### config.mk
export PLATFORM = sky130hd
export DESIGN_NAME = kicker_main
export DESIGN_NICKNAME = d
export VERILOG_FILES = /design/src/kicker_pkg.sv /design/src/kicker_main.sv /design/src/kicker_decode.sv /design/src/kicker_mixer.sv /design/src/psg_tone.sv /design/src/kicker_irq.sv /design/src/kicker_cabinet.sv
export SDC_FILE = /design/constraint.sdc
export NUM_CORES = 1
export LEC_CHECK = 0
export ABC_AREA = 1
export BUFFER_PORTS_ARGS = -buffer_cell sky130_fd_sc_hd__buf_2
export CAP_MARGIN = 20
export CORE_MARGIN = 2
export CORE_UTILIZATION = 50
export CTS_CLUSTER_DIAMETER = 120
export DETAILED_ROUTE_END_ITERATION = 6
export PLACE_DENSITY = 0.75
export REMOVE_ABC_BUFFERS = 1
export SKIP_CTS_REPAIR_TIMING = 1
export SYNTH_ARGS = -nofsm -noshare
export SYNTH_HDL_FRONTEND = slang
export SYNTH_HIERARCHICAL = 1
export SYNTH_SLANG_ARGS = --single-unit
### constraint.sdc
create_clock -name clk -period 3.2 [get_ports clk]
set_input_delay 0.16 -clock clk [delete_from_list [all_inputs] [get_ports clk]]
set_output_delay 0.16 -clock clk [all_outputs]
set_load 0.02 [all_outputs]
### src/kicker_pkg.sv
package kicker_pkg;

    // CPU side of the bus, one strobe per access
    typedef struct packed {
        logic        strobe;
        logic        we;     // High for a write
        logic [15:0] addr;
        logic [7:0]  wdata;
    } bus_req_t;

    // Write forwarded to the video block
    typedef struct packed {
        logic        strobe;
        logic        obj;    // Object RAM when high
        logic [10:0] addr;
        logic [7:0]  data;
    } gfx_wr_t;

    // Address bits 13..11
    localparam logic [2:0] region_sys    = 3'd0;
    localparam logic [2:0] region_snd2   = 3'd1;
    localparam logic [2:0] region_snd1   = 3'd2;
    localparam logic [2:0] region_color  = 3'd3;
    localparam logic [2:0] region_vscr   = 3'd4;
    localparam logic [2:0] region_obj_lo = 3'd5;
    localparam logic [2:0] region_obj_hi = 3'd6;
    localparam logic [2:0] region_vram   = 3'd7;

    // Address bits 10..8 inside the system region
    localparam logic [2:0] sys_ctrl   = 3'd0;
    localparam logic [2:0] sys_psg2   = 3'd3;
    localparam logic [2:0] sys_psg1   = 3'd4;
    localparam logic [2:0] sys_dip_b  = 3'd5;
    localparam logic [2:0] sys_dip_c  = 3'd6;
    localparam logic [2:0] sys_inputs = 3'd7;

    // Tone amplitude per attenuation step, 2 dB apart, last one is off
    localparam logic [9:0] psg_atten_table [16] = '{
        10'd1023, 10'd813, 10'd646, 10'd513,
        10'd407,  10'd324, 10'd257, 10'd204,
        10'd162,  10'd129, 10'd102, 10'd81,
        10'd65,   10'd51,  10'd41,  10'd0
    };

    // Mixer gains, 4.4 fixed point
    localparam logic [7:0] mix_gain0 = 8'h08;
    localparam logic [7:0] mix_gain1 = 8'h08;

endpackage
### src/kicker_main.sv
`timescale 1ns/1ps

module kicker_main import kicker_pkg::*; (
    input  logic               clk,
    input  logic               rst,
    input  bus_req_t           bus,
    input  logic               psg1_cen,
    input  logic               psg2_cen,
    input  logic               lvbl,
    input  logic               dip_pause,
    input  logic [7:0]         dipsw_b,
    input  logic [3:0]         dipsw_c,
    input  logic [1:0]         start_button,
    input  logic [1:0]         coin_input,
    input  logic [5:0]         joystick1,
    input  logic [5:0]         joystick2,
    input  logic               service,
    output logic [7:0]         rd_data,
    output logic               rd_valid,
    output gfx_wr_t            gfx_wr,
    output logic               flip,
    output logic [2:0]         pal_sel,
    output logic               irq_n,
    output logic signed [15:0] snd,
    output logic               peak
);
    logic [1:0]         cab_sel;
    logic [7:0]         cab_byte;
    logic               irq_en;
    logic [7:0]         psg1_data;
    logic [7:0]         psg2_data;
    logic               psg1_wr;
    logic               psg2_wr;
    logic signed [10:0] psg1_snd;
    logic signed [10:0] psg2_snd;

    kicker_decode decode (
        .clk, .rst, .bus,
        .cabinet  (cab_byte),
        .dipsw_b,
        .cab_sel, .rd_data, .rd_valid, .gfx_wr, .flip, .pal_sel, .irq_en,
        .psg1_data, .psg1_wr, .psg2_data, .psg2_wr
    );

    kicker_cabinet cabinet (
        .cab_sel, .start_button, .coin_input, .joystick1, .joystick2,
        .service, .dipsw_c,
        .cabinet  (cab_byte)
    );

    kicker_irq irq (.clk, .rst, .lvbl, .dip_pause, .irq_en, .irq_n);

    // One tone voice per sound chip
    psg_tone psg1 (
        .clk, .rst, .psg_cen (psg1_cen), .wr (psg1_wr), .din (psg1_data), .sound (psg1_snd)
    );

    psg_tone psg2 (
        .clk, .rst, .psg_cen (psg2_cen), .wr (psg2_wr), .din (psg2_data), .sound (psg2_snd)
    );

    kicker_mixer #(.gain0(mix_gain0), .gain1(mix_gain1)) mixer (
        .clk, .rst, .ch0 (psg1_snd), .ch1 (psg2_snd), .snd, .peak
    );

endmodule

### src/kicker_decode.sv
`timescale 1ns/1ps

module kicker_decode import kicker_pkg::*; (
    input  logic       clk,
    input  logic       rst,
    input  bus_req_t   bus,
    input  logic [7:0] cabinet,
    input  logic [7:0] dipsw_b,
    output logic [1:0] cab_sel,
    output logic [7:0] rd_data,
    output logic       rd_valid,
    output gfx_wr_t    gfx_wr,
    output logic       flip,
    output logic [2:0] pal_sel,
    output logic       irq_en,
    output logic [7:0] psg1_data,
    output logic       psg1_wr,
    output logic [7:0] psg2_data,
    output logic       psg2_wr
);
    logic [2:0] region;
    logic [2:0] sub;
    logic       wr;
    logic       rd;
    logic       sys_cs;
    logic       vram_cs;
    logic       obj_cs;
    logic [7:0] rd_mux;

    assign region  = bus.addr[13:11];   // A15 and A14 ignored
    assign sub     = bus.addr[10:8];
    assign wr      = bus.strobe & bus.we;
    assign rd      = bus.strobe & ~bus.we;
    assign sys_cs  = region == region_sys;
    assign vram_cs = region == region_vram;
    assign obj_cs  = (region == region_obj_lo) || (region == region_obj_hi);

    // DIP C reads share cabinet byte 0
    assign cab_sel = (sys_cs && sub == sys_dip_c) ? 2'd0 : bus.addr[1:0];

    always_comb begin
        rd_mux = 8'hff;
        case (region)
            region_sys: begin
                case (sub)
                    sys_dip_b:             rd_mux = dipsw_b;
                    sys_dip_c, sys_inputs: rd_mux = cabinet;
                    default:               rd_mux = 8'hff;
                endcase
            end
            default: rd_mux = 8'hff;    // Video memory reads are not returned
        endcase
    end

    always_ff @(posedge clk or posedge rst) begin
        if (rst) begin
            rd_valid  <= 1'b0;
            gfx_wr    <= '0;
            flip      <= 1'b0;
            pal_sel   <= 3'd0;
            irq_en    <= 1'b0;
            psg1_data <= 8'd0;
            psg2_data <= 8'd0;
            psg1_wr   <= 1'b0;
            psg2_wr   <= 1'b0;
        end else begin
            rd_valid      <= rd;
            gfx_wr.strobe <= wr & (vram_cs | obj_cs);
            gfx_wr.obj    <= obj_cs;
            gfx_wr.addr   <= obj_cs ? {bus.addr[11], bus.addr[9:0]} : bus.addr[10:0];
            gfx_wr.data   <= bus.wdata;
            psg1_wr       <= wr & sys_cs & (sub == sys_psg1);  // Data ignored
            psg2_wr       <= wr & sys_cs & (sub == sys_psg2);
            if (wr && sys_cs && sub == sys_ctrl) begin
                flip   <= bus.wdata[0];
                irq_en <= bus.wdata[2];
            end
            if (wr && region == region_color) pal_sel <= bus.wdata[2:0];
            if (wr && region == region_snd1) psg1_data <= bus.wdata;
            if (wr && region == region_snd2) psg2_data <= bus.wdata;
        end
    end

    always_ff @(posedge clk) begin
        if (rd) rd_data <= rd_mux;
    end

endmodule

### src/kicker_mixer.sv
`timescale 1ns/1ps

module kicker_mixer import kicker_pkg::*; #(
    parameter logic [7:0] gain0 = mix_gain0,   // 4.4 fixed point
    parameter logic [7:0] gain1 = mix_gain1
) (
    input  logic               clk,
    input  logic               rst,
    input  logic signed [10:0] ch0,
    input  logic signed [10:0] ch1,
    output logic signed [15:0] snd,
    output logic               peak
);
    logic signed [19:0] prod0;
    logic signed [19:0] prod1;
    logic signed [20:0] sum;
    logic signed [20:0] scaled;
    logic               over;
    logic               under;

    // Gains are unsigned, so pad a zero sign bit
    assign prod0  = ch0 * $signed({1'b0, gain0});
    assign prod1  = ch1 * $signed({1'b0, gain1});
    assign sum    = prod0 + prod1;
    assign scaled = sum >>> 4;     // Drop the fraction bits
    assign over   = scaled > 21'sd32767;
    assign under  = scaled < -21'sd32768;

    always_ff @(posedge clk or posedge rst) begin
        if (rst) begin
            snd  <= 16'sd0;
            peak <= 1'b0;
        end else begin
            if (over) begin
                snd <= 16'sh7fff;
            end else if (under) begin
                snd <= -16'sh8000;
            end else begin
                snd <= scaled[15:0];
            end
            peak <= over | under;
        end
    end

endmodule

### src/psg_tone.sv
`timescale 1ns/1ps

module psg_tone import kicker_pkg::*; (
    input  logic               clk,
    input  logic               rst,
    input  logic               psg_cen,
    input  logic               wr,
    input  logic [7:0]         din,
    output logic signed [10:0] sound
);
    logic [2:0] reg_sel;   // Last latched register
    logic [9:0] period;
    logic [3:0] atten;
    logic [9:0] cnt;
    logic       phase;
    logic       flip_now;
    logic       phase_nx;
    logic [9:0] amp;

    // Period of zero behaves as one
    assign flip_now = cnt <= 10'd1;
    assign phase_nx = flip_now ? ~phase : phase;
    assign amp      = psg_atten_table[atten];

    always_ff @(posedge clk or posedge rst) begin
        if (rst) begin
            reg_sel <= 3'd0;
            period  <= 10'd0;
            atten   <= 4'hf;       // Silent
        end else if (wr) begin
            if (din[7]) begin
                reg_sel <= din[6:4];
                case (din[6:4])
                    3'd0:    period[3:0] <= din[3:0];
                    3'd1:    atten       <= din[3:0];
                    default: ;
                endcase
            end else if (reg_sel == 3'd0) begin
                period[9:4] <= din[5:0];    // High bits of the tone period
            end
        end
    end

    always_ff @(posedge clk or posedge rst) begin
        if (rst) begin
            cnt   <= 10'd0;
            phase <= 1'b0;
            sound <= 11'sd0;
        end else if (psg_cen) begin
            cnt   <= flip_now ? period : cnt - 10'd1;
            phase <= phase_nx;
            // Output follows the new phase with the current attenuation
            if (phase_nx) begin
                sound <= $signed({1'b0, amp});
            end else begin
                sound <= -$signed({1'b0, amp});
            end
        end
    end

endmodule

### src/kicker_irq.sv
`timescale 1ns/1ps

module kicker_irq (
    input  logic clk,
    input  logic rst,
    input  logic lvbl,
    input  logic dip_pause,
    input  logic irq_en,
    output logic irq_n
);
    logic lvbl_l;
    logic vb_start;

    // Falling lvbl marks start of vertical blank
    assign vb_start = lvbl_l & ~lvbl;

    always_ff @(posedge clk or posedge rst) begin
        if (rst) begin
            lvbl_l <= 1'b0;
            irq_n  <= 1'b1;
        end else begin
            lvbl_l <= lvbl;
            if (!irq_en) begin
                irq_n <= 1'b1;                  // Held off and cleared
            end else if (vb_start && dip_pause) begin
                irq_n <= 1'b0;                  // Pause low blocks new requests
            end
        end
    end

endmodule

### src/kicker_cabinet.sv
`timescale 1ns/1ps

module kicker_cabinet (
    input  logic [1:0] cab_sel,
    input  logic [1:0] start_button,
    input  logic [1:0] coin_input,
    input  logic [5:0] joystick1,
    input  logic [5:0] joystick2,
    input  logic       service,
    input  logic [3:0] dipsw_c,
    output logic [7:0] cabinet
);

    // Board wiring swaps up/down and left/right
    function automatic logic [7:0] joy_byte(input logic [5:0] joy);
        logic [7:0] b;
        b = {2'b11, joy[5:4], joy[2], joy[3], joy[0], joy[1]};
        return b;
    endfunction

    always_comb begin
        case (cab_sel)
            2'd0:    cabinet = {4'hf, dipsw_c};
            2'd1:    cabinet = joy_byte(joystick2);
            2'd2:    cabinet = joy_byte(joystick1);
            default: cabinet = {3'b111, start_button, service, coin_input};
        endcase
    end

endmodule

# Word-level counts from Yosys, hierarchy flattened
# Memories as Yosys holds them, arrays and structs flattened.
# Index checks and enable logic that the tools add are counted.
word_totals:
  reg_bits: 150
  latchBits: 0
  ramBits: 0
  rom_bits: 320
  inputBits: 61
  wordCells: 119
  memories: 2
mem_list:
  columns: ["name", "depth", "width", "read_ports", "rd_clocked_by_memory_dff", "wr", "line", "text"]
  rows:
  - ["(no name shown)", 16, 10, 1, 0, 0, "psg_tone.sv:23", "assign amp = psg_atten_table[atten];"]
  - ["(no name shown)", 16, 10, 1, 0, 0, "psg_tone.sv:23", null]
op_classes:
  addsub: 5
  mul: 0
  n_div: 0
  order_cmp: 6
  n_eq_ne: 16
  shifts: 0
  n_mux: 18
  bitwise_logic: 17
  reduce_logical: 24
ops:
  columns: ["operator", "count"]
  rows:
  - ["$mux 10", 6]
  - ["$mux 11", 3]
  - ["$mux 16", 2]
  - ["$neg 10->11", 2]
  - ["$eq 3x3->1 const B", 7]
  - ["$le 10x1->1 const B", 2]
  - ["$sub 10x1->10 const B", 2]
  - ["$logic_not 3->1", 6]
  - ["$pmux 6 s3", 1]
  - ["$reduce_and 3->1", 6]
  - ["$gt 11x16->1 const B", 1]
  - ["$lt 11x16->1 const B", 1]
  - ["$pmux 8 s2", 1]
  - ["$add 14x14->15", 1]
  - ["$ge 5x5->1 const B", 2]
  - ["$not 4->5", 2]
  - ["$eq 3x1->1 const B", 3]
  - ["$eq 3x2->1 const B", 3]
  - ["$and 1x1->1", 7]
  - ["$logic_and 1x1->1", 7]
  - ["$not 1->1", 6]
  - ["$mux 1", 4]
  - ["$reduce_and 2->1", 2]
  - ["$eq 2x1->1 const B", 1]
  - ["7 further kinds", 8]

# Depth between registers and ports, before layout
depth:
  ltp_word: 6
  depth_mapped: 16
  ltp_nobuf: 16

# By module
# Netlist, hierarchy kept.
modules_own_cells:
  columns: ["mod", "instances", "cells_per_inst", "area_each_um2"]
  rows:
  - ["psg_tone (psg2)", 1, 323, 2429.8]
  - ["psg_tone (psg1)", 1, 323, 2382.3]
  - ["kicker_decode", 1, 199, 2074.5]
  - ["kicker_mixer", 1, 148, 1006.0]
  - ["kicker_cabinet", 1, 36, 187.7]
  - ["kicker_irq", 1, 7, 71.3]

# Worst setup path before layout
# No wires, ideal clock.
synth_timing:
  kind: "register -> register"
  startpoint: "reg psg2.atten[0]"
  endpoint: "reg psg2.sound[4]"
  setup_ns: 0.131
  t_arrival_ns: 1.822
  required_time_ns: 3.069
  setup_slack_ns: 1.247
  stages_incl_launch_ff: 16
  n_path_buf: 0
  cell_sequence: "dfstp_2 inv_1 ha_1 inv_1 nand2_1 nand2_1 nand2_1 nand2_1 inv_1 ha_1 nand2_1 inv_1 nand2_1 nand2_1 xor2_1 o21ai_1"
synth_via:
  elab_chain_cells: 6
synth_rtl:
  columns: ["element", "line", "text"]
  rows:
  - ["start, declared", "psg_tone.sv:13", "logic [3:0] atten;"]
  - ["start signal, assigned", "psg_tone.sv:35", "3'd1: atten <= din[3:0];"]
  - ["$not 4->5 (not written as such) (*)", "psg_tone.sv:23", null]
  - ["$mem_v2 16x10 (*)", null, null]
  - ["$mux 10 (not written as such) (*) (2 in series)", "psg_tone.sv:23", null]
  - ["$neg 10->11", "psg_tone.sv:56", "sound <= -$signed({1'b0, amp});"]
  - ["$mux 11 (*)", "psg_tone.sv:53", "if (phase_nx) begin"]
  - ["end signal, assigned", "psg_tone.sv:54", "sound <= $signed({1'b0, amp});"]
  - ["end signal, assigned", "psg_tone.sv:56", null]
  - ["end, declared", "psg_tone.sv:9", "output logic signed [10:0] sound"]
# Mark *: on every way between the ends. The rest lies on a longest branch, timed or not. The select of a mux whose other input is x is not followed.
# A chain may end at the register's enable or synchronous reset.

# Worst setup path after layout
layout_timing:
  startpoint: "reg psg2.atten[0]"
  endpoint: "reg psg2.sound[8]"
# The elaborated chain is that of the path after synthesis.

==> impl_metrics.py <==
metrics = {
    "sta": {
        "slew_headroom": 0.3946,
        "tightest_slew_ns": 0.9067,
        "setup_viol": 0,
        "period_minus_slack_ns": 2.222,
        "final.setup_skew_ns": 0.006687,
        "fin_crit_sh": 0.6943,
        "rsz0062_at_grt": "false",
        "slew_violations": 0,
        "whs_ns": -0.006417,
        "setup_ws_ns": 0.9783,
        "max_freq_mhz": 450.1,
        "hold_viol": 1,
        "fin_setup_tns_ns": 0,
    },
    "grt": {
        "grt_first_pass_wirelength_um": 30170,
        "grt_start_max_net_pins": 46,
        "overflow": 0,
        "grt_pass1_vias": 6802,
        "track_usage": 0.2106,
        "antenna_found_initial": 0,
    },
    "setup_path": {
        "r2r-start": "psg2/atten[0]",
        "cp_data_arrival_time_ns": 2.53,
        "r2r_cells": 15,
        "critPathLaunch": "psg2/atten[0]",
        "path_class": "reg2reg",
        "slowest_stage": "dfstp_2",
        "critPathBufInv": 3,
        "crit_cells": 15,
        "worstPathCellList": "inv_1 -> ha_1 -> inv_1 -> nor2_1 -> a21oi_1 -> nand2_1 -> inv_1 -> ha_1 -> nand2_1 -> nor2_2 -> nand3_2 -> nand2_1 -> nand2_1 -> nand3_1 -> nand2_1",
        "crit_top_cell": "nand2_1",
        "start_kind": "flop",
        "rrSetupSlack_ns": 0.98,
        "critPathTopFamily": "simple AND/OR/NAND/NOR gates",
        "crit_end": "psg2/sound[8]",
        "end_kind": "flop",
        "critPathRequiredTime_ns": 3.51,
        "slowest_delay_ns": 0.57,
        "worstPathMaxFanout": 6,
        "worstReg2RegEnd": "psg2/sound[8]",
    },
    "placement": {
        "gp_congestion": 0.8437,
        "hpwl_um": 12790,
        "pre_cts_ws_ns": 0.9623,
        "numPortBuffers": 109,
        "dp_cells": 1332,
    },
    "yosys": {
        "synthCells": 1036,
        "synth_area_leader_cell": "dfrtp_1",
        "ys_seq_elements": 145,
        "avgSynthCellArea_um2": 7.868,
        "synth_top_cells_by_area": "dfrtp_1 (39%), nand2_1 (14%), inv_1 (5.8%)",
        "yosysSeqAreaShare": 0.4514,
        "synth_cell_type_count": 43,
        "yosysTopAreaCellShare": 0.3929,
        "yosys_warnings": 6,
        "syn_area_mm2": 0.008152,
    },
    "detailed_routing": {
        "postRouteWirelength_um": 17630,
        "vias_per_cell": 5.037,
        "drt-initial-drc-count": 424,
        "ant_nets": 0,
        "drtPass1Iterations": 4,
        "wire_per_inst_um": 12.74,
        "num_vias": 6971,
        "drcViolationCount": 0,
    },
    "cts": {
        "numCtsBuffers": 17,
        "cts.sinks": 145,
        "cts_tree": "yes",
        "clkTransAtPathRegs_ns": 0.06,
        "clock_path_buffers": 2,
        "insertion_delay_ns": 0.42,
        "htree_num_levels": 4,
        "cts-root-buf": "clkbuf_16",
    },
    "layout": {
        "synthToLayoutAreaGrowth_pct": 16.64,
        "mostFrequentLayoutCells": "nand2_1 (306), dfrtp_1 (128), inv_1 (124), buf_2 (109), nand3_1 (89)",
        "final_core_utilization": 0.5985,
        "layout-drive-gt1-share": 0.1935,
        "nets": 1244,
        "fillers": 1431,
        "final_common_cell": "nand2_1",
        "instances_no_fill": 1384,
        "insertedDiodeCount": 0,
    },
    "power": {
        "power.density_mw_per_mm2": 689.5,
        "swShare": 0.3777,
        "worst_ir_drop_vdd_v": 0.0004217,
        "power_frac_seq": 0.380,
        "p_clk_frac": 0.288,
        "power.share.combinational": 0.331,
        "p_leak_nw": 4.915,
        "p_int_mw": 4.079,
        "p_switching_mw": 2.476,
    },
    "die": {
        "boundaryPins": 113,
        "dieArea_mm2": 0.01734,
        "initial_core_util": 0.5132,
        "core_mm2": 0.01589,
        "rows": 46,
        "die_w_um": 131.7,
        "fp.dieH_um": 131.7,
    },
    "min_path": {
        "hold_start": "dip_pause",
        "worstHoldPathType": "in2reg",
    },
    "status": {
        "status": "finished with violations",
        "violations": "hold timing",
    },
    "flow_run": {
        "maxCapViolCount": 0,
    },
}
registers in the layout (all words and copies together) (netlist names), 3 cells and up:
signal and flops:
decode/gfx_wr 21, decode/pal_sel 3, decode/psg1_data 8, decode/psg2_data 8, decode/rd_data 8, mixer/snd 12, psg1/atten 4, psg1/cnt 10
psg1/period 10, psg1/reg_sel 3, psg1/sound 11, psg2/atten 4, psg2/cnt 10, psg2/period 10, psg2/reg_sel 3, psg2/sound 11
cell families after synthesis:
logic type | Yosys count | synth area share
adders and majority gates | 28 | 0.04390
buffers and inverters | 171 | 0.09563
DFF | 145 | 0.4514
xor gates and xnor gates | 11 | 0.01182
and+or+nand+nor | 539 | 0.3045
other | 2 | 0.0009213
AOI/OAI and AO/OA | 140 | 0.09179
final cells by class:
class,instances,area (um^2),area share
well taps,216,270.3,0.02842
inverters,137,514.2,0.05409
multi-input cells,721,3696,0.3887
clock buffers,19,452.9,0.04764
flip-flops and latches,145,3680,0.3870
repair buffers,133,775.7,0.08159
clock inverters,13,118.9,0.01250
worst register-to-register path: stages, from the launching register on:
cell,delay [ns]
dfstp_2,0.57
inv_1,0.12
ha_1,0.21
inv_1,0.07
nor2_1,0.05
a21oi_1,0.12
nand2_1,0.12
inv_1,0.12
ha_1,0.18
nand2_1,0.09
nor2_2,0.12
nand3_2,0.09
nand2_1,0.07
nand2_1,0.05
nand3_1,0.08
nand2_1,0.06
synth_stat cells (all sizes together):
library cell  instances
nand2               335
inv                 136
dfrtp               128
o21ai                97
nand3                96
nor2                 76
a21oi                27
ha                   27
buf                  25
nand4                17
nor3                 10
xor2                 10
clkbuf                9
dfstp                 9
edfxtp                8
o22ai                 7
a31oi                 3
nand3b                3
a22oi                 2
conb                  2
nor4                  2
o211ai                2
a22o                  1
clkinv                1
fa                    1
o21a                  1
xnor2                 1
power by group through the flow:
stage,combinational (mW),clock [mW],sequential (mW)
after global placement,2.08,0,2.51
after CTS,2.15,1.92,2.49
after floorplan,1.47,0,2.63
after global routing,2.48,2.01,2.53
final,2.17,1.89,2.49
after detailed placement,2.14,0,2.51
how the worst min path moves through the flow:
stage	endpoint	slack, ns	cells past startpoint
2_1_floorplan	irq/lvbl_l	-0.1	1
3_5_place_dp	irq/lvbl_l	0.1	2
3_3_place_gp	irq/lvbl_l	0.1	2
4_1_cts	irq/lvbl_l	-0.35	2
5_1_grt	irq/irq_n	0.03	4
6_report	irq/irq_n	-0.006	4
metrics by stage:
| step | power, mW | cell area (um^2) |
|---|---|---|
| after CTS | 6.566 | 9308 |
| after global routing | 7.015 | 9508 |
| after detailed placement | 4.654 | 8736 |
| after global placement | 4.587 | 8736 |
| after floorplan | 4.095 | 7890 |
| final | 6.555 | 9508 |
metal layers:
metal	track usage	vias up	part of all wire
met5	0	-	0
met1	0.2637	3203	0.44
met2	0.3549	191	0.48
met3	0.04861	31	0.055
met4	0.08092	0	0.021
li1	-	3546	-
Power figures use the tool's default switching activity.
